===== config.mk =====
export PLATFORM = sky130hd
export DESIGN_NAME = strobe_gen
export DESIGN_NICKNAME = d
export VERILOG_FILES = /design/src/strobe_gen.sv
export SDC_FILE = /design/constraint.sdc
export NUM_CORES = 1
export LEC_CHECK = 0
export ABC_AREA = 1
export ABC_CLOCK_PERIOD_IN_PS = 3000
export BUFFER_PORTS_ARGS = -buffer_cell sky130_fd_sc_hd__buf_2
export CORE_UTILIZATION = 65
export CTS_CLUSTER_DIAMETER = 100
export DETAILED_ROUTE_END_ITERATION = 10
export PLACE_DENSITY = 0.91
export SETUP_SLACK_MARGIN = 0.15
export SLEW_MARGIN = 25
export SYNTH_ARGS = -nofsm -noshare
export SYNTH_HDL_FRONTEND = slang
export SYNTH_SLANG_ARGS = --single-unit

===== constraint.sdc =====
create_clock -name clk -period 3 [get_ports clk]
set_clock_uncertainty 0.2 [all_clocks]
set_input_delay 0.3 -clock clk [delete_from_list [all_inputs] [get_ports clk]]
set_output_delay 0.3 -clock clk [all_outputs]
set_load 0.02 [all_outputs]

===== src/strobe_gen.sv =====
`timescale 1ns/1ns

module strobe_gen #(
  parameter int unsigned FLASH_CYCLES = 25_000_000
) (
  input  logic clk,
  input  logic reset,
  output logic flash
);

  // wide enough for FLASH_CYCLES - 1
  localparam int CNT_W = (FLASH_CYCLES > 1) ? $clog2(FLASH_CYCLES) : 1;

  logic [CNT_W-1:0] cnt;

  // phase flips each time the counter wraps
  always_ff @(posedge clk) begin
    if (reset) begin
      cnt <= '0;
      flash <= 1'b0;
    end else if (cnt == CNT_W'(FLASH_CYCLES - 1)) begin
      cnt <= '0;
      flash <= !flash;
    end else begin
      cnt <= cnt + 1'b1;
    end
  end

endmodule : strobe_gen


==> results_dict.tcl <==
set metrics [dict create \
    first_pass_iters 5 \
    critical_path.endpoint_type "register" \
    clockBufferDepth 2 \
    grt.busiest_layer "met2" \
    clock_sinks 26 \
    power_density_nw_per_um2 380 \
    slew_viol_final 0 \
    p_leak_nw 0.488 \
    gr-total-overflow 0 \
    post-cts-setup-buffer-count 0 \
    critPathKind "register to register" \
    regArea_um2 520 \
    final_area_um2 1430 \
    core_area_um2 1960 \
    die_h_um 47.9 \
    dieArea_um2 2300 \
    hold_class "input pin to register" \
    antenna_found_initial 0 \
    die_w_um 47.9 \
    clockRootBuffer "clkbuf_4" \
    maxCapViolCount 0 \
    drive_above_1_share 0.0602 \
    nNetsFinal 220 \
    ys_seq_elements 26 \
    rows 16 \
    yosysSeqAreaShare 0.380 \
    place.detailed.hpwl_um 2110 \
    port_buffers 2 \
    worst_slack_ns 1.10 \
    final_util 0.728 \
    postRouteAntennaNets 0 \
    yosys_warnings 0 \
    synth_cells 212 \
    cts-hold-fix-buffers 0 \
    fill_cells 174 \
    grt_pass1_wl_um 4210 \
    layout_common_cells "nand2_1 (56), nor2_1 (55), dfxtp_1 (26)" \
    cts.htree.levels 1 \
    clk_latency_ns 0.33 \
    crit_family "simple AND/OR/NAND/NOR gates" \
    area_growth_pct 4.20 \
    placed_cells 239 \
    cp.required_ns 3.02 \
    cts_tree "done" \
    finalHoldViolCount 0 \
    viasPerCell 5.26 \
    max-slew-margin-rel 0.718 \
    stdcell_count 243 \
    multi_input_area_um2 744 \
    reg2reg_depth 8 \
    antenna_cells 0 \
    avgRoutedWirePerCell_um 11.5 \
    outcome "completed" \
    grt.met3_usage 0.0453 \
    fin_setup_tns_ns 0 \
    crit_arrival_ns 1.92 \
    cpMaxStageDelayCell "dfxtp_1" \
    critical_path.max_fanout 22 \
    start_util 0.698 \
    setup_viol 0 \
    grt_max_degree 23 \
    netlist_area_um2 1370 \
    mostFrequentLayoutCell "nand2_1" \
    met2_usage 0.430 \
    grt_usage 0.265 \
    drcViolationCount 0 \
    cpPeakStageDelay_ns 0.38 \
    max-vdd-ir-drop_mv 0.328 \
    gp_congestion 0.966 \
    holdWs_ns 0.0622 \
    ys_types 18 \
    worst_pin_slew_ns 0.422 \
    grt_pass1_vias 1079 \
    worstHoldStart "reset" \
    routed_wl_um 2790 \
    place_area_um2 1390 \
    r2r-end "cnt[12]$_SDFF_PP0_" \
    critPathLaunchType "register" \
    via_count 1278 \
    period_minus_slack_ns 1.90 \
    grt.met1_usage 0.337 \
    ios 3 \
    finalPower_uw 542 \
    fmax_ghz 0.526 \
    min_to "flash$_SDFFE_PP0N_" \
    clk_pin_slew_ns 0.13 \
    period_share 0.634 \
    cp_cell_sequence "ha_1, nand2_1, nor2_4, nand2_1, nor2_2, nand2_2, nand2_2, nor2_1" \
    reg2reg_from "cnt[0]$_SDFF_PP0_" \
    dr.first_iter.drc_count 37 \
    syn_area_per_cell_um2 6.46 \
    synthesis.nets 215 \
    pre_cts_ws_ns 1.10 \
    holdPathStages 4 \
    crit_buf_inv 0 \
    cts_inserted_buffers 3 \
    cts-resized-gates 0 \
    ff2ff_setup_slack_ns 1.10 \
    rsz0062_at_grt "false" \
]
-- flip-flops by register name, indices dropped and copies added, names as in the netlist --
register,count
flash,1
cnt,25
-- how the worst max path moves through the flow --
| stage | startpoint | endpoint | slack [ns] | depth (start not counted) |
|---|---|---|---|---|
| after detailed placement | cnt[0]$_SDFF_PP0_ | cnt[12]$_SDFF_PP0_ | 1.10 | 8 |
| after floorplan | cnt[0]$_SDFF_PP0_ | cnt[9]$_SDFF_PP0_ | 1.41 | 9 |
| after CTS | cnt[0]$_SDFF_PP0_ | cnt[12]$_SDFF_PP0_ | 1.09 | 8 |
| final | cnt[0]$_SDFF_PP0_ | cnt[12]$_SDFF_PP0_ | 1.10 | 8 |
| after global routing | cnt[0]$_SDFF_PP0_ | cnt[13]$_SDFF_PP0_ | 0.95 | 8 |
| after global placement | cnt[0]$_SDFF_PP0_ | cnt[23]$_SDFF_PP0_ | 1.19 | 8 |
-- where the power goes --
group | leakage (nW) | internal, mW | switching [mW]
Combinational | 0.257 | 0.00502 | 0.00938
Sequential | 0.210 | 0.349 | 0.00213
Clock | 0.0210 | 0.0744 | 0.103
-- metal layers --
metal,wire (um),vias to the layer above,share of wire
met5,0,-,0
met4,87,0,0.031
met3,112,11,0.040
met2,1300,33,0.47
met1,1290,574,0.46
li1,-,660,-
-- tightest hold or removal path: cells and delay by family --
| kind | cells | cell delay, ns |
|---|---|---|
| buf+inv | 2 | 0.15 |
| simple gates | 2 | 0.11 |
-- layout make-up --
type	instances	share of cell area
Multi-Input combinational cell	162	0.521
Sequential cell	26	0.365
Inverter	22	0.0578
Clock buffer	4	0.0254
Tap cell	27	0.0237
Timing Repair Buffer	2	0.00701
-- cells in the mapped netlist, drive strengths merged --
cell type	number	area, um2
nand4	1	6.26
dfxtp	26	521
and2	1	6.26
or2	1	6.26
nor2	58	235
xnor2	5	43.8
nand3	19	95.1
inv	22	82.6
ha	1	12.5
buf	2	22.5
o21ai	2	10.0
xor2	6	52.6
nand2	58	223
a21oi	10	53.8
-- kinds of logic after synthesis --
logic type	share of synthesized area
fa+ha+maj	0.00913
xor+xnor	0.0703
buf+inv	0.0767
simple gates	0.417
flops	0.380
compound gates	0.0466
(Power assumes the default switching activity.)
