## src/game_pkg.sv

```systemverilog
package game_pkg;

  // game state as set by the host
  typedef enum logic [1:0] {
    GAME_MODE_LOADING = 2'd0,
    GAME_MODE_READY   = 2'd1,
    GAME_MODE_PLAY    = 2'd2,
    GAME_MODE_FAIL    = 2'd3
  } game_mode_t;

  // score, binary and decimal
  typedef logic [15:0] score_t;
  typedef logic [3:0] bcd_digit_t;
  localparam int SCORE_DIGITS = 4;

  // apb register map, byte addresses
  typedef logic [3:0] reg_addr_t;
  localparam reg_addr_t REG_MODE = 4'h0;
  localparam reg_addr_t REG_SCORE = 4'h4;

endpackage : game_pkg

```

## src/bin_to_bcd.sv

```systemverilog
`timescale 1ns/1ns

module bin_to_bcd (
  input  game_pkg::score_t                                 binary,
  output game_pkg::bcd_digit_t [game_pkg::SCORE_DIGITS-1:0] digits
);
  import game_pkg::*;

  localparam int BIN_W = $bits(score_t);
  // one spare digit so a 16 bit value never overflows
  localparam int BCD_W = 4 * (SCORE_DIGITS + 1);

  ////////////////////////////////////////
  // double dabble, one stage per bit
  ////////////////////////////////////////
  always_comb begin
    logic [BCD_W-1:0] bcd;
    bcd = '0;
    for (int i = BIN_W - 1; i >= 0; i--) begin
      // add 3 to any digit that would pass 9 after the shift
      for (int d = 0; d < BCD_W / 4; d++) begin
        if (bcd[4*d +: 4] >= 4'd5) begin
          bcd[4*d +: 4] = bcd[4*d +: 4] + 4'd3;
        end
      end
      bcd = {bcd[BCD_W-2:0], binary[i]};
    end
    // keep the low digits, ones first
    for (int d = 0; d < SCORE_DIGITS; d++) begin
      digits[d] = bcd[4*d +: 4];
    end
  end

endmodule : bin_to_bcd

```

## config.mk

```make
export PLATFORM = sky130hd
export DESIGN_NAME = bin_to_bcd
export DESIGN_NICKNAME = d
export VERILOG_FILES = /design/src/game_pkg.sv /design/src/bin_to_bcd.sv
export SDC_FILE = /design/constraint.sdc
export NUM_CORES = 1
export LEC_CHECK = 0
export BUFFER_PORTS_ARGS = -buffer_cell sky130_fd_sc_hd__buf_2
export CORE_MARGIN = 3
export CORE_UTILIZATION = 39
export DETAILED_ROUTE_END_ITERATION = 10
export SLEW_MARGIN = 20
export SYNTH_ARGS = -nofsm -noshare
export SYNTH_HDL_FRONTEND = slang
export SYNTH_SLANG_ARGS = --single-unit
```

## constraint.sdc

```tcl
create_clock -name vclk -period 24.3
set_input_delay 4.86 -clock vclk [all_inputs]
set_output_delay 4.86 -clock vclk [all_outputs]
set_load 0.01 [all_outputs]
```

==> results.md <==
- CP Max Fanout: 15
- Synth cell types: 115
- Clkbuf count: 0
- Placed insts: 994
- CP peak stage delay: a little over 0.6 ns
- I/O Buffers: 30
- Post_cts resized: 0
- Synthesis-to-finish area growth: 3.816%
- Final Max Tran Viols: 0
- Most used cell, CP: ha_1
- Tot GR Track Use: 17.53%
- Final worst setup slack: around 1.5 ns
- Post-layout min period: 22.79 ns
- Hold Path Sink: digits[0]
- First-pass GRT wire length: 25.70 mm
- DIE AREA: between 15000 and 20000 um2
- DR pass1 iterations: 5
- Worst hold path cell count: 0
- Initial DRC count: approximately 680
- I/O pin count: 32
- Multi-input gate area: 5189 um2
- Slew HR: 37.70%
- Setup violators final: 0
- Largest net degree at the start of global routing: 24
- Setup crit start kind: input port
- FILL cells: 1467
- Ant diodes: 0
- Mean Syn Cell Area: ~6.8 um2
- Layout cells sized above 1: approximately 15%
- CP Class: in2out
- Fin crit share: a little over nine tenths
- CP endpoint kind: output port
- Sequential cells: 0
- TNS Setup: 0 ns
- Core Region: 13930 um2
- Setup repair after global routing missed its margin: no
- Global placement routability congestion: 0.8665
- Outcome: finished, final reports clean
- Hold slack: 9.720 ns
- Final ANT Viol Nets: 0
- Initial antenna violation count: 0
- Worst Hold Launch: binary[0]
- Fin cells: 994
- Chip Width: 125.6 um
- Measured slew at the worst slew-check pin: 0.9311 ns
- Commonest non-fill, non-tap cell in the layout: nand2_1
- Synth Warn #: 0
- Final Hold Fails: 0
- Min-delay worst type: in2out
- Die height: 125.6 um
- Hold_buf cts: 0
- Mapped Area: roughly 5600 um2
- Register area share after synthesis: 0%
- Core Rows: 43
- Top delay family on crit path: compound AO/OA/AOI/OAI gates
- Vias in the first global route: 5669
- Max-Cap Viols: 0
- Dpl ws: 1.604 ns
- Syn_nets: 862
- Most frequent cells in the layout: nand2_1, nor2_1, a21oi_1, o21ai_0, inv_1
- Post-synthesis cell count: 822
- FMAX: 0.04387 GHz
- Post-DP HPWL: 11.23 mm
- Vias/cell: 6.437
- Nets: between 800 and 900
- Post-CTS setup buffers: 0
- Worst Path Buf+Inv: 7
- Critical Path RT: 19.44 ns
- Worst path slowest cell: a22oi_1
- Initial core utilization: 40.00%
- DRT Wirelength: 14.63 mm
- Register area: 0 um2
- Routed len/inst: ~15 um
- Residual DRC count: 0
- DR vias: around 6400
- Grt total ovfl: 0
- Crit path DAT: 17.93 ns
-- per-stage QoR --
stage          utilization (%)  cell area [um2]
2_1_floorplan                -             5574
3_3_place_gp             41.53             5787
3_5_place_dp             41.53             5787
4_1_cts                  41.53             5787
5_1_grt                  41.53             5787
6_report                 41.53             5787
-- routing by layer --
| layer | GRT usage [%] | routed length [um] | up-vias | share of wire, % |
|---|---|---|---|---|
| li1 | - | - | 3233 | - |
| met4 | 1.276 | 94 | 0 | 0.64 |
| met3 | 0.5126 | 625 | 17 | 4.3 |
| met2 | 29.04 | 6705 | 217 | 46 |
| met5 | 0 | 0 | - | 0 |
| met1 | 26.37 | 7200 | 2931 | 49 |
-- area by class of cell --
class | instances | share of cell area [%]
Inverter | 49 | 3.200
Tap cell | 180 | 3.892
Timing Repair Buffer | 35 | 3.243
Multi-Input combinational cell | 730 | 89.66
-- synth_stat cells, types with 8 or more instances --
cell type | n | share of area (%)
nand2_1 | 63 | 4.2
and3_1 | 11 | 1.2
nor4_1 | 10 | 1.1
clkbuf_1 | 27 | 1.8
a211oi_1 | 12 | 1.6
a32oi_1 | 9 | 1.4
nor2_1 | 61 | 4.1
o221ai_1 | 8 | 1.3
a22oi_1 | 9 | 1.2
o21ai_1 | 9 | 0.81
inv_1 | 39 | 2.6
and2_1 | 10 | 1.1
a21oi_1 | 59 | 5.3
nand3_1 | 37 | 3.3
ha_1 | 24 | 5.4
nor3_1 | 29 | 2.6
a211o_1 | 8 | 1.3
o21a_1 | 10 | 1.3
a31oi_1 | 17 | 1.9
or3_1 | 12 | 1.3
mux2i_1 | 13 | 2.3
nand2b_1 | 10 | 1.1
o211ai_1 | 23 | 3.1
xnor2_1 | 16 | 2.5
buf_2 | 10 | 0.90
o21ai_0 | 53 | 4.8
nor2b_1 | 11 | 1.2
-- logic make-up (layout without fill, tap and decap cells) --
group           count (synthesis)  after routing  synth area share (%)
compound gates                351            351                 48.10
simple gates                  307            307                 30.03
buf+inv                        92             84                 6.913
fa+ha+maj                      26             26                 5.746
xor+xnor                       23             23                 4.489
mux                            23             23                 4.714
-- worst max-delay path by stage --
| stage | from | cells after the start | endpoint |
|---|---|---|---|
| after global placement | binary[14] | 59 | digits[14] |
| after detailed placement | binary[14] | 59 | digits[14] |
| after floorplan | binary[14] | 65 | digits[14] |
| after global routing | binary[14] | 60 | digits[14] |
| after CTS | binary[14] | 59 | digits[14] |
| final | binary[14] | 60 | digits[14] |
Power is not shown: default switching activity piles up to over one toggle a cycle in this logic, so the estimate is an artifact.
