$ cat src/game_pkg.sv
package game_pkg;

  // game state as set by the host
  typedef enum logic [1:0] {
    GAME_MODE_LOADING = 2'd0,
    GAME_MODE_READY   = 2'd1,
    GAME_MODE_PLAY    = 2'd2,
    GAME_MODE_FAIL    = 2'd3
  } game_mode_t;

  // score, binary and decimal
  typedef logic [15:0] score_t;
  typedef logic [3:0] bcd_digit_t;
  localparam int SCORE_DIGITS = 4;

  // apb register map, byte addresses
  typedef logic [3:0] reg_addr_t;
  localparam reg_addr_t REG_MODE = 4'h0;
  localparam reg_addr_t REG_SCORE = 4'h4;

endpackage : game_pkg

$ cat src/game_regs.sv
`timescale 1ns/1ns

module game_regs (
  input  logic                 clk,
  input  logic                 reset,
  input  logic                 psel,
  input  logic                 penable,
  input  logic                 pwrite,
  input  game_pkg::reg_addr_t  paddr,
  input  logic [31:0]          pwdata,
  output logic [31:0]          prdata,
  output logic                 pready,
  output logic                 pslverr,
  output game_pkg::game_mode_t mode,
  output game_pkg::score_t     score
);
  import game_pkg::*;

  logic        setup_phase;
  logic        access_phase;
  logic        addr_ok;
  logic [31:0] rd_value;

  // apb phase decode
  assign setup_phase = psel && !penable;
  assign access_phase = psel && penable;
  assign addr_ok = (paddr == REG_MODE) || (paddr == REG_SCORE);

  // no wait states
  assign pready = 1'b1;

  // read mux, zero extended
  always_comb begin
    case (paddr)
      REG_MODE:  rd_value = {30'd0, mode};
      REG_SCORE: rd_value = {16'd0, score};
      default:   rd_value = '0;
    endcase
  end

  always_ff @(posedge clk) begin
    if (reset) begin
      mode <= GAME_MODE_LOADING;
      score <= '0;
      prdata <= '0;
      pslverr <= 1'b0;
    end else begin
      // error and read data set up so they sit on the bus during access
      pslverr <= setup_phase && !addr_ok;
      if (setup_phase && !pwrite) begin
        prdata <= rd_value;
      end
      // writes land at the end of the access phase
      if (access_phase && pwrite) begin
        case (paddr)
          REG_MODE:  mode <= game_mode_t'(pwdata[1:0]);
          REG_SCORE: score <= pwdata[15:0];
          default:   ;
        endcase
      end
    end
  end

endmodule : game_regs

$ cat config.mk
export PLATFORM = sky130hd
export DESIGN_NAME = game_regs
export DESIGN_NICKNAME = d
export VERILOG_FILES = /design/src/game_pkg.sv /design/src/game_regs.sv
export SDC_FILE = /design/constraint.sdc
export NUM_CORES = 1
export LEC_CHECK = 0
export BUFFER_PORTS_ARGS = -buffer_cell sky130_fd_sc_hd__buf_2
export CORE_MARGIN = 2
export CORE_UTILIZATION = 35
export CTS_BUF_LIST = sky130_fd_sc_hd__clkbuf_4 sky130_fd_sc_hd__clkbuf_8
export CTS_CLUSTER_DIAMETER = 100
export DETAILED_ROUTE_END_ITERATION = 10
export GPL_ROUTABILITY_DRIVEN = 0
export MAX_ROUTING_LAYER = met4
export PLACE_DENSITY = 0.66
export SYNTH_ARGS = -nofsm -noshare
export SYNTH_HDL_FRONTEND = slang
export SYNTH_SLANG_ARGS = --single-unit
$ cat constraint.sdc
create_clock -name clk -period 1.6 [get_ports clk]
set_input_delay 0.4 -clock clk [delete_from_list [all_inputs] [get_ports clk]]
set_output_delay 0.4 -clock clk [all_outputs]
set_load 0.01 [all_outputs]
==> results.toml <==
[sta]
drv_slew = 0
fmax_ghz = 0.787
finalSetupViolCount = 0
hold_viol = 0
setup_tns_ns = 0
post-route-period-util_pct = 79.4
rsz0062_at_grt = "false"
fin_skew_ns = 0.00528
fin_crit_ns = 1.27

[yosys]
yosysWarningCount = 0
syn_area_per_cell_um2 = 9.22
ys_seq_area_share_pct = 43.4
syn_area_mm2 = 0.00161
ys_ff_latch = 35
netlist_instances = 175
synth.distinct_cells = 21

[power]
p_switching_w = 0.000397
seq_power_share_pct = 53.7
peakVddDrop_v = 0.000399
power.internal_w = 0.00123
power_frac_clock_pct = 38.1
p_sw_share_pct = 24.3
p_leak_nw = 0.878
power.density_mw_per_mm2 = 816
combPwrFrac_pct = 8.2

[critical_path]
crit_type = "in -> reg"
required_ns = 1.81
arrival_ns = 1.48
cp-start-kind = "input port"
worstPathMaxFanout = 16
endpoint_kind = "flop"

[drt]
via_per_inst = 4.55
post-route-drc-count = 0
wl_per_cell_um = 11.8
ant_nets = 0
drt_iter0_markers = 44
wirelength_mm = 3.38
vias = 1305
dr.pass1.iters = 4

[clock_network]
htreeDepth = 2
cts_resized = 0
cts_sinks = 35
clockBufferDepth = 2
cts_hold_buf = 0
cts_buffers = 5
clkLatencyLatePin_ns = 0.28
cts.root.buffer_cell = "clkbuf_8"
cts_tree = "yes"
cts_setup_buffers = 0
clkTransAtPathRegs_ns = 0.07

[layout]
syn2layout_area_growth_pct = 24.0
final_cell_mix = "59 x buf_2, 35 x dfxtp_1, 34 x nand2b_1"
nets = 275
final_cell_area_mm2 = 0.00200
stdcell_count = 287
diodes = 0
final_common_cell = "buf_2"
drive_gt1_share_pct = 33.2

[floorplan]
io_pins = 93
start_util_pct = 36.8
rows = 24
die_h_um = 71.9
dieWidth_um = 71.9
coreArea_mm2 = 0.00438
dieArea_mm2 = 0.00517

[placed_design]
numPortBuffers = 59
place_area_mm2 = 0.00191
placed_cells = 279
dp_hpwl_mm = 2.40

[grt]
grt_pass1_wl_mm = 5.31
grt_pass1_vias = 1180
antenna_found_initial = 0
grt_max_degree = 52
grt-ovfl-total = 0
grt_usage_pct = 13.6

[run_status]
status = "finished clean"

[hold_path]
hp-class = "in -> reg"

[run]
max-cap-violations = 0
## through the flow
stage	hold WS [ns]	utilization (%)	power [W]	worst slack [ns]
after floorplan	0.476	-	0.00100	0.0997
after global placement	0.438	43.6	0.00103	0.0610
after detailed placement	0.445	43.6	0.00103	0.0288
after CTS	0.335	45.6	0.00166	0.312
after global routing	0.357	45.6	0.00170	0.274
final	0.343	45.6	0.00163	0.329
## metal layers
metal	track usage, %	routed length (µm)
met1	15.8	1480
met2	22.4	1590
met3	3.23	243
met4	5.66	63
met5	-	0
## power groups by stage
stage	clock, W	sequential, W	combinational, W
after floorplan	0	0.000896	0.000104
after global placement	0	0.000895	0.000134
after detailed placement	0	0.000895	0.000135
after CTS	0.000654	0.000875	0.000135
after global routing	0.000675	0.000875	0.000149
final	0.000621	0.000875	0.000134
## final timing paths
kind,start,end,slack [ns],depth (start not counted)
worst max register to register,score[1],prdata[1],0.76,3
worst min register to register,prdata[5],prdata[5],0.45,2
worst max-delay path,paddr[1],score[8],0.33,5
worst min-delay path,penable,pslverr,0.34,2
## critical path, cell delays in order
cell	delay [ns]
buf_2	0.12
nor4b_4	0.29
and4_1	0.27
buf_12	0.18
mux2i_1	0.21
## cell families after synthesis
| kind of cell | after synthesis | share of synthesized area, % |
|---|---|---|
| AND/OR/NAND/NOR | 74 | 26.8 |
| buffers and inverters | 28 | 11.7 |
| AO/OA/AOI/OAI | 16 | 4.97 |
| other | 2 | 0.466 |
| flip-flops | 35 | 43.4 |
| multiplexers | 20 | 12.6 |
## Yosys cell counts
cell type / n / share of area (%)
a21oi_1: 16 / 5.0
and4_1: 1 / 0.54
buf_2: 1 / 0.31
buf_4: 17 / 7.9
buf_6: 1 / 0.70
buf_8: 1 / 0.93
clkbuf_1: 8 / 1.9
conb_1: 2 / 0.47
dfxtp_1: 35 / 43
mux2_2: 2 / 1.4
mux2i_1: 18 / 11
nand2_1: 16 / 3.7
nand2b_1: 34 / 13
nand3_1: 16 / 5.0
nand4_1: 1 / 0.39
nor2b_1: 1 / 0.39
nor3_1: 1 / 0.31
nor3b_2: 1 / 0.78
nor4b_1: 1 / 0.54
nor4b_4: 1 / 1.5
or3b_2: 1 / 0.54
## flip-flops by register name (all words and copies together) (netlist names)
name     count
prdata      16
score       16
mode         2
pslverr      1
## final cells by class
cell class                 instances  area [µm²]
fill                             452        2380
multi-input combinational        127         779
sequential                        35         701
timing repair buffer              65         365
clock buffer                       5        68.8
tap                               52        65.1
clock inverter                     3        20.0
(Power assumes the default switching activity.)
