**src/game_pkg.sv**
```systemverilog
package game_pkg;

  // game state as set by the host
  typedef enum logic [1:0] {
    GAME_MODE_LOADING = 2'd0,
    GAME_MODE_READY   = 2'd1,
    GAME_MODE_PLAY    = 2'd2,
    GAME_MODE_FAIL    = 2'd3
  } game_mode_t;

  // score, binary and decimal
  typedef logic [15:0] score_t;
  typedef logic [3:0] bcd_digit_t;
  localparam int SCORE_DIGITS = 4;

  // apb register map, byte addresses
  typedef logic [3:0] reg_addr_t;
  localparam reg_addr_t REG_MODE = 4'h0;
  localparam reg_addr_t REG_SCORE = 4'h4;

endpackage : game_pkg

```
**src/video_pkg.sv**
```systemverilog
package video_pkg;

  // screen is 256 columns by 512 rows
  typedef logic [7:0] coord_x_t;
  typedef logic [8:0] coord_y_t;

  // 4 bit grey level per colour channel
  typedef logic [3:0] color_t;

  // ascii character code
  typedef logic [7:0] char_code_t;

  // row or column inside one glyph
  typedef logic [2:0] glyph_idx_t;

  // glyph cell geometry in pixels
  localparam int CHAR_WIDTH = 8;
  localparam int CHAR_HEIGHT = 8;

endpackage : video_pkg
```
**src/glyph_if.sv**
```systemverilog
`timescale 1ns/1ns

interface glyph_if;
  import video_pkg::*;

  // lookup request from the overlay
  char_code_t char_code;
  glyph_idx_t glyph_row;
  glyph_idx_t glyph_col;
  // bitmap bit back from the rom
  logic pixel;

  modport overlay (output char_code, glyph_row, glyph_col, input pixel);
  modport rom (input char_code, glyph_row, glyph_col, output pixel);
endinterface : glyph_if

```
**src/text_overlay.sv**
```systemverilog
`timescale 1ns/1ns

module text_overlay (
  input  logic                                             clk,
  input  logic                                             reset,
  input  game_pkg::game_mode_t                             mode,
  input  video_pkg::coord_x_t                              sx,
  input  video_pkg::coord_y_t                              sy,
  input  logic                                             flash,
  input  game_pkg::bcd_digit_t [game_pkg::SCORE_DIGITS-1:0] digits,
  glyph_if.overlay                                         glyph,
  output video_pkg::color_t                                r,
  output video_pkg::color_t                                g,
  output video_pkg::color_t                                b
);
  import game_pkg::*;
  import video_pkg::*;

  ////////////////////////////////////////
  // strings and start cells
  ////////////////////////////////////////
  localparam logic [8*10-1:0] TXT_LOADING = "LOADING...";
  localparam logic [8*6-1:0] TXT_READY = "READY!";
  localparam logic [8*11-1:0] TXT_LOST = "YOU LOST :(";
  localparam logic [8*23-1:0] TXT_PRESS = "PRESS ANY KEY TO START!";
  localparam logic [8*25-1:0] TXT_RESET = "PRESS RESET TO PLAY AGAIN";
  localparam logic [8*10-1:0] TXT_HIGH = "HIGH SCORE";
  // longest string sets the function argument width
  localparam int MAX_LEN = $bits(TXT_RESET) / 8;

  // centre text, loading, ready and lost share it
  localparam int CENTER_X = 13;
  localparam int CENTER_Y = 17;
  // blinking prompts
  localparam int PROMPT_X = 4;
  localparam int PROMPT_Y = 2;
  localparam int HIGH_X = 11;
  localparam int HIGH_Y = 0;
  localparam int SCORE_X = 5;
  localparam int SCORE_Y = 1;

  int         cell_x;
  int         cell_y;
  char_code_t next_char;
  char_code_t char_q;
  glyph_idx_t row_q;
  glyph_idx_t col_q;

  // true when the cell lies inside a string of len chars
  function automatic logic hit(int cx, int cy, int x0, int y0, int len);
    return (cy == y0) && (cx >= x0) && (cx < x0 + len);
  endfunction

  // idx counts from the left, first char sits in the top byte
  function automatic char_code_t text_char(logic [8*MAX_LEN-1:0] txt, int len, int idx);
    return txt[8*(len - 1 - idx) +: 8];
  endfunction

  assign cell_x = int'(sx / CHAR_WIDTH);
  assign cell_y = int'(sy / CHAR_HEIGHT);

  ////////////////////////////////////////
  // character select per mode
  ////////////////////////////////////////
  always_comb begin
    next_char = " ";
    case (mode)
      GAME_MODE_LOADING: begin
        if (hit(cell_x, cell_y, CENTER_X, CENTER_Y, $bits(TXT_LOADING) / 8)) begin
          next_char = text_char(TXT_LOADING, $bits(TXT_LOADING) / 8, cell_x - CENTER_X);
        end
      end
      GAME_MODE_READY: begin
        // ready and the key prompt alternate
        if (!flash && hit(cell_x, cell_y, CENTER_X, CENTER_Y, $bits(TXT_READY) / 8)) begin
          next_char = text_char(TXT_READY, $bits(TXT_READY) / 8, cell_x - CENTER_X);
        end
        if (flash && hit(cell_x, cell_y, PROMPT_X, PROMPT_Y, $bits(TXT_PRESS) / 8)) begin
          next_char = text_char(TXT_PRESS, $bits(TXT_PRESS) / 8, cell_x - PROMPT_X);
        end
      end
      GAME_MODE_PLAY, GAME_MODE_FAIL: begin
        if (hit(cell_x, cell_y, HIGH_X, HIGH_Y, $bits(TXT_HIGH) / 8)) begin
          next_char = text_char(TXT_HIGH, $bits(TXT_HIGH) / 8, cell_x - HIGH_X);
        end
        // thousands digit on the left
        if (hit(cell_x, cell_y, SCORE_X, SCORE_Y, SCORE_DIGITS)) begin
          next_char = 8'h30 + {4'd0, digits[SCORE_DIGITS - 1 - (cell_x - SCORE_X)]};
        end
        if (mode == GAME_MODE_FAIL) begin
          if (hit(cell_x, cell_y, CENTER_X, CENTER_Y, $bits(TXT_LOST) / 8)) begin
            next_char = text_char(TXT_LOST, $bits(TXT_LOST) / 8, cell_x - CENTER_X);
          end
          // reset prompt only in the low phase
          if (!flash && hit(cell_x, cell_y, PROMPT_X, PROMPT_Y, $bits(TXT_RESET) / 8)) begin
            next_char = text_char(TXT_RESET, $bits(TXT_RESET) / 8, cell_x - PROMPT_X);
          end
        end
      end
      default: next_char = " ";
    endcase
  end

  // one pipeline stage, code and glyph position move together
  always_ff @(posedge clk) begin
    if (reset) begin
      char_q <= " ";
      row_q <= '0;
      col_q <= '0;
    end else begin
      char_q <= next_char;
      row_q <= glyph_idx_t'(sy % CHAR_HEIGHT);
      col_q <= glyph_idx_t'(sx % CHAR_WIDTH);
    end
  end

  assign glyph.char_code = char_q;
  assign glyph.glyph_row = row_q;
  assign glyph.glyph_col = col_q;

  // font bit to full white or black
  assign r = {$bits(color_t){glyph.pixel}};
  assign g = {$bits(color_t){glyph.pixel}};
  assign b = {$bits(color_t){glyph.pixel}};

endmodule : text_overlay

```
**src/flat_wrapper.sv**
```systemverilog
// flat-port wrapper written by rule: the top's interface ports become plain ports
module text_overlay_flat import game_pkg::*; import video_pkg::*;
  (clk, reset, mode, sx, sy, flash, digits, r, g, b, glyph_char_code, glyph_glyph_row, glyph_glyph_col, glyph_pixel);
  glyph_if glyph_i ();
  input  logic clk;
  input  logic reset;
  input  game_pkg::game_mode_t mode;
  input  video_pkg::coord_x_t sx;
  input  video_pkg::coord_y_t sy;
  input  logic flash;
  input  game_pkg::bcd_digit_t [game_pkg::SCORE_DIGITS-1:0] digits;
  output video_pkg::color_t r;
  output video_pkg::color_t g;
  output video_pkg::color_t b;
  output wire logic [$bits(glyph_i.char_code)-1:0] glyph_char_code;
  output wire logic [$bits(glyph_i.glyph_row)-1:0] glyph_glyph_row;
  output wire logic [$bits(glyph_i.glyph_col)-1:0] glyph_glyph_col;
  input wire logic [$bits(glyph_i.pixel)-1:0] glyph_pixel;
  assign glyph_char_code = glyph_i.char_code;
  assign glyph_glyph_row = glyph_i.glyph_row;
  assign glyph_glyph_col = glyph_i.glyph_col;
  assign glyph_i.pixel = glyph_pixel;
  text_overlay u_core (.clk(clk), .reset(reset), .mode(mode), .sx(sx), .sy(sy), .flash(flash), .digits(digits), .glyph(glyph_i), .r(r), .g(g), .b(b));
endmodule
```
**config.mk**
```make
export PLATFORM = sky130hd
export DESIGN_NAME = text_overlay_flat
export DESIGN_NICKNAME = d
export VERILOG_FILES = /design/src/game_pkg.sv /design/src/video_pkg.sv /design/src/glyph_if.sv /design/src/text_overlay.sv /design/src/flat_wrapper.sv
export SDC_FILE = /design/constraint.sdc
export NUM_CORES = 1
export LEC_CHECK = 0
export BUFFER_PORTS_ARGS = -buffer_cell sky130_fd_sc_hd__buf_2
export CORE_MARGIN = 2
export CORE_UTILIZATION = 60
export CTS_CLUSTER_SIZE = 8
export DETAILED_ROUTE_END_ITERATION = 16
export GPL_ROUTABILITY_DRIVEN = 1
export PLACE_DENSITY = 0.86
export SLEW_MARGIN = 5
export SYNTH_ARGS = -nofsm -noshare
export SYNTH_HDL_FRONTEND = slang
export SYNTH_SLANG_ARGS = --single-unit
export TNS_END_PERCENT = 30
```
**constraint.sdc**
```tcl
create_clock -name clk -period 7.1 [get_ports clk]
set_input_delay 0.355 -clock clk [delete_from_list [all_inputs] [get_ports clk]]
set_output_delay 0.355 -clock clk [all_outputs]
set_load 0.01 [all_outputs]
```
==> impl_metrics.tcl, run 1 <==
set metrics [dict create \
    status "finished, final reports clean" \
    final_nets 543 \
    diodes 0 \
    die_y_um 78.4 \
    rsz0062_at_grt "false" \
    syn_inst 486 \
    cp-end-kind "register" \
    wl_um 11100 \
    hold_buffers 0 \
    dr_wl_met2_um 4800 \
    gp_congestion 1.07 \
    postPlaceCellArea_um2 3410 \
    fin_area_um2 3450 \
    p_int_mw 0.214 \
    worstMarginPinSlew_ns 0.955 \
    synthesis.area_um2 3320 \
    synthArstFlopShare_pct 0 \
    path_buf_inv 4 \
    antenna_found_initial 0 \
    die_x_um 78.4 \
    start_util_pct 61.4 \
    wl_met3_um 1340 \
    post_cts_buffers 0 \
    synth-main-ff-cell "dfxtp_1" \
    drtPass1Iterations 7 \
    viasPerCell 7.09 \
    cts_tree "built" \
    drt-met1-wl_um 4430 \
    hp-class "input pin to register" \
    dieArea_um2 6140 \
    syn_area_per_cell_um2 6.82 \
    fin_crit_sh_pct 66.3 \
    crit_slowest_cell "ha_1" \
    cts-root-buf "clkbuf_8" \
    synth_top_cell_by_area "dfxtp_1" \
    pwr-share-clk_pct 14.8 \
    p_sw_share_pct 49.9 \
    post-synth-top-count-cell "nor2_1" \
    path_max_fanout 47 \
    dp_hpwl_um 8100 \
    ys_ff_latch 13 \
    tns_ns 0 \
    wire_per_inst_um 19.7 \
    ios 65 \
    track_usage_pct 35.6 \
    clkTransAtPathRegs_ns 0.05 \
    path_class "input pin to register" \
    drc 0 \
    synth_area_leaders "dfxtp_1 (7.8%), o21ai_0 (5.9%), a21oi_1 (5.6%)" \
    p_seq_share_pct 17.8 \
    layout-drive-gt1-share_pct 15.9 \
    multi_input_area_um2 2730 \
    gr-total-overflow 0 \
    coreArea_um2 5410 \
    fillers 520 \
    io_buffers 50 \
    slew_headroom_pct 35.7 \
    yosysWarningCount 0 \
    critPathLaunchType "input pin" \
    syn_nets 538 \
    synth_edf_count 0 \
    power_density_nw_per_um2 124 \
    finalSetupViolCount 0 \
    fin_crit_ns 4.70 \
    yosysTopAreaCellShare_pct 7.85 \
    power_mw 0.426 \
    top_layer_used "met4" \
    vias 3987 \
    power_leakage_nw 1.27 \
    max_stage_delay_ns 0.69 \
    cp_cell_sequence "buf_2, buf_4, inv_1, ha_1, xor2_2, inv_4, ha_1, or3_1, a21oi_2, o2111ai_2, a2111oi_4, a21oi_1, or3_1, o311ai_1" \
    arrival_ns 4.84 \
    area_growth_syn_to_layout_pct 4.04 \
    drv_slew 0 \
    cts.sinks 13 \
    vdd_drop_max_uv 89.0 \
    fmax_mhz 213 \
    core.rowCount 27 \
    cts_buffers 3 \
    h-tree-depth 1 \
    combPwrFrac_pct 67.5 \
    crit_required_ns 7.24 \
    ys_seq_area_share_pct 7.85 \
    path_delay_family "buffers and inverters" \
    p_sw_mw 0.213 \
    ant_nets 0 \
    drtIter0Drc 579 \
    grt_max_degree 48 \
    grt_pass1_wl_um 17800 \
    synthDistinctLibCells 86 \
    synthTopCellsByCount "nor2_1 (40), o21ai_0 (39), a21oi_1 (37)" \
    cts_resized 0 \
    grt_pass1_vias 3511 \
    clock_path_buffers 2 \
    regArea_um2 260 \
    hold_violations 0 \
    drv_cap 0 \
]
## area by class of cell
cell class,count,share of cell area [%]
tap,72,2.61
inverter,14,1.60
multi-input combinational,406,79.0
clock buffer,4,1.31
sequential,13,7.54
timing repair buffer,53,7.90
## placed cells by master (no fill, tap or decap), drive strengths merged, types with 14 or more instances in the layout
cell type   n
buf        53
o21ai      44
nor2       42
a21oi      38
nand2      33
a31oi      18
nor3       18
xnor2      18
nor2b      16
inv        14
## per-stage QoR
step / util [%] / instances / hold slack (ns) / setup slack [ns]
after floorplan: - / 486 / 0.483 / 2.99
after global placement: 63.0 / 558 / 0.561 / 2.42
after detailed placement: 63.0 / 558 / 0.571 / 2.32
after CTS: 63.8 / 562 / 0.325 / 2.56
after global routing: 63.8 / 562 / 0.335 / 2.19
final: 63.8 / 562 / 0.330 / 2.40
## metal layers
metal / vias up / global-route usage (%)
li1: 1841 / -
met1: 1847 / 47.7
met2: 254 / 54.2
met3: 45 / 8.16
met4: 0 / 16.5
met5: - / 0
## logic make-up after synthesis
family / share of synthesized area, %
multiplexers: 3.96
XOR/XNOR: 7.20
other: 0.113
AND/OR/NAND/NOR: 27.3
buffers and inverters: 9.92
AO/OA/AOI/OAI: 38.4
flip-flops: 7.85
adder cells (fa/ha/maj): 5.24
## power by group through the flow
stage / clock network, mW / registers (mW) / logic, mW
final: 0.0629 / 0.0757 / 0.288
after global routing: 0.0677 / 0.0757 / 0.313
after global placement: 0 / 0.0771 / 0.271
after floorplan: 0 / 0.0785 / 0.218
after detailed placement: 0 / 0.0772 / 0.276
after CTS: 0.0644 / 0.0757 / 0.278
## flip-flops by register name (all words and copies together) (netlist names)
register / flops
u_core.glyph.glyph_row: 3
u_core.glyph.char_code: 7
u_core.glyph.glyph_col: 3
## final timing paths
| path | start | endpoint | slack, ns | depth (start not counted) |
|---|---|---|---|---|
| setup / recovery | sx[3] | u_core.glyph.char_code[3] | 2.40 | 14 |
| hold / removal | sx[0] | u_core.glyph.glyph_col[0] | 0.33 | 2 |
(Power assumes the default switching activity.)
==> run 2: changes to the inputs <==
CORE_UTILIZATION = 52   (was 60)
PLACE_DENSITY = 0.79   (was 0.86)
clock period = 4 ns   (was 7.1 ns; I/O delays follow)
==> run 2 against run 1 <==
Compared with the run above:
- combinational power rose by 86%
- via count rose by 2.6%
- utilization fell by 6.5 points
- critical path depth fell by 2
- worst hold slack got worse by 0.15 ns
- routed wire length rose by 6.4%
- sequential share of layout area fell by 0.27 points
- count of clock-buffer cells in the layout did not move
- global-route usage fell by 2.7 points
- critical path type unchanged
- critical endpoint is now u_core.glyph.char_code[1]
==> impl_metrics.tcl, run 2 (synthesis results as in run 1) <==
set metrics [dict create \
    status "finished, final reports clean" \
    min_to "u_core.glyph.glyph_col[2]" \
    tns_ns 0 \
    rsz0062_at_grt "false" \
    p_sw_mw 0.385 \
    p_sw_share_pct 49.2 \
    vdd_drop_max_uv 258 \
    place_ws_ns 0.591 \
    grt_pass1_vias 3681 \
    drtPass1Iterations 5 \
    wire_per_inst_um 20.2 \
    crit_required_ns 4.12 \
    drtIter0Drc 518 \
    area_growth_syn_to_layout_pct 7.85 \
    die_x_um 83.9 \
    cts_buffers 3 \
    coreArea_um2 6240 \
    setup.worst_path.start "sx[3]" \
    clock_path_buffers 2 \
    pwr-share-clk_pct 14.3 \
    wl_um 11800 \
    die_y_um 83.9 \
    hp-start "sx[2]" \
    grt_max_degree 45 \
    drv_slew 0 \
    core.rowCount 29 \
    ios 65 \
    drv_cap 0 \
    cts.sinks 13 \
    regArea_um2 260 \
    layout-drive-gt1-share_pct 18.6 \
    multi_input_area_um2 2730 \
    gr-total-overflow 0 \
    hp-class "input pin to register" \
    track_usage_pct 32.9 \
    dp_hpwl_um 8700 \
    worstMarginPinSlew_ns 1.03 \
    path_max_fanout 37 \
    diodes 0 \
    slew_headroom_pct 31.2 \
    layout_commonest_cell "buf_2" \
    fin_crit_sh_pct 83.1 \
    cts_resized 0 \
    gp_congestion 1.07 \
    hold_buffers 0 \
    p_seq_share_pct 17.2 \
    start_util_pct 53.1 \
    largest_reg_flops 7 \
    fin_crit_ns 3.33 \
    h-tree-depth 1 \
    crit_slowest_cell "a22oi_1" \
    critPathLaunchType "input pin" \
    final_nets 559 \
    finalSetupViolCount 0 \
    hold_violations 0 \
    antenna_found_initial 0 \
    arrival_ns 3.44 \
    clkTransAtPathRegs_ns 0.05 \
    final_cell_mix "buf_2 (50), nor2_1 (40), o21ai_0 (39), a21oi_1 (37), nand2_1 (32)" \
    max_stage_delay_ns 0.67 \
    post_cts_buffers 0 \
    vias 4090 \
    holdPathStages 2 \
    fillers 622 \
    fmax_mhz 301 \
    path_class "input pin to register" \
    cts-root-buf "clkbuf_8" \
    cp_cell_sequence "buf_2, inv_1, ha_1, buf_4, o21bai_1, a32oi_1, o21a_1, a21o_1, a22oi_1, or4_1, o211ai_1, a221o_1" \
    dieArea_um2 7030 \
    cts_tree "built" \
    fin_ws_ns 0.675 \
    power_leakage_nw 1.35 \
    io_buffers 50 \
    power_density_nw_per_um2 219 \
    grt_pass1_wl_um 19200 \
    p_int_mw 0.397 \
    combPwrFrac_pct 68.5 \
    viasPerCell 7.02 \
    ant_nets 0 \
    cp-end-kind "register" \
    drc 0 \
]
run 2: through the flow:
step	hold slack [ns]	utilization [%]	total power, mW	cells	instance area [um^2]
4_1_cts	0.175	57.3	0.767	583	3580
2_1_floorplan	0.328	-	0.526	486	3320
3_3_place_gp	0.401	56.6	0.650	579	3530
3_5_place_dp	0.401	56.6	0.653	579	3530
5_1_grt	0.184	57.3	0.837	583	3580
6_report	0.176	57.3	0.782	583	3580
run 2: worst max path at each step:
stage / cells past startpoint / to / slack (ns)
2_1_floorplan: 17 / u_core.glyph.char_code[3] / 0.04
3_3_place_gp: 14 / u_core.glyph.char_code[1] / 0.63
3_5_place_dp: 12 / u_core.glyph.char_code[1] / 0.59
4_1_cts: 12 / u_core.glyph.char_code[1] / 0.84
5_1_grt: 12 / u_core.glyph.char_code[3] / 0.55
6_report: 12 / u_core.glyph.char_code[1] / 0.67
run 2: power by group through the flow:
stage	combinational, mW	sequential (mW)	clock, mW
2_1_floorplan	0.387	0.139	0
3_3_place_gp	0.513	0.137	0
3_5_place_dp	0.516	0.137	0
4_1_cts	0.518	0.134	0.114
5_1_grt	0.584	0.134	0.119
6_report	0.535	0.134	0.112
run 2: per-layer routing:
metal / part of all wire, % / global-route usage (%)
met2: 46 / 52.6
met5: 0 / 0
met4: 2.6 / 9.53
met3: 10 / 3.26
met1: 41 / 46.9
run 2: area by class of cell:
type | count | area share (%)
Multi-Input combinational cell | 406 | 76.3
Tap cell | 77 | 2.69
Clock buffer | 4 | 1.26
Sequential cell | 13 | 7.28
Timing Repair Buffer | 69 | 11.0
Inverter | 14 | 1.54
run 2: critical path: cells and delay by family:
family | cells | cell delay, ns
buf+inv | 3 | 0.62
compound gates | 7 | 1.89
simple gates | 1 | 0.24
fa+ha+maj | 1 | 0.50
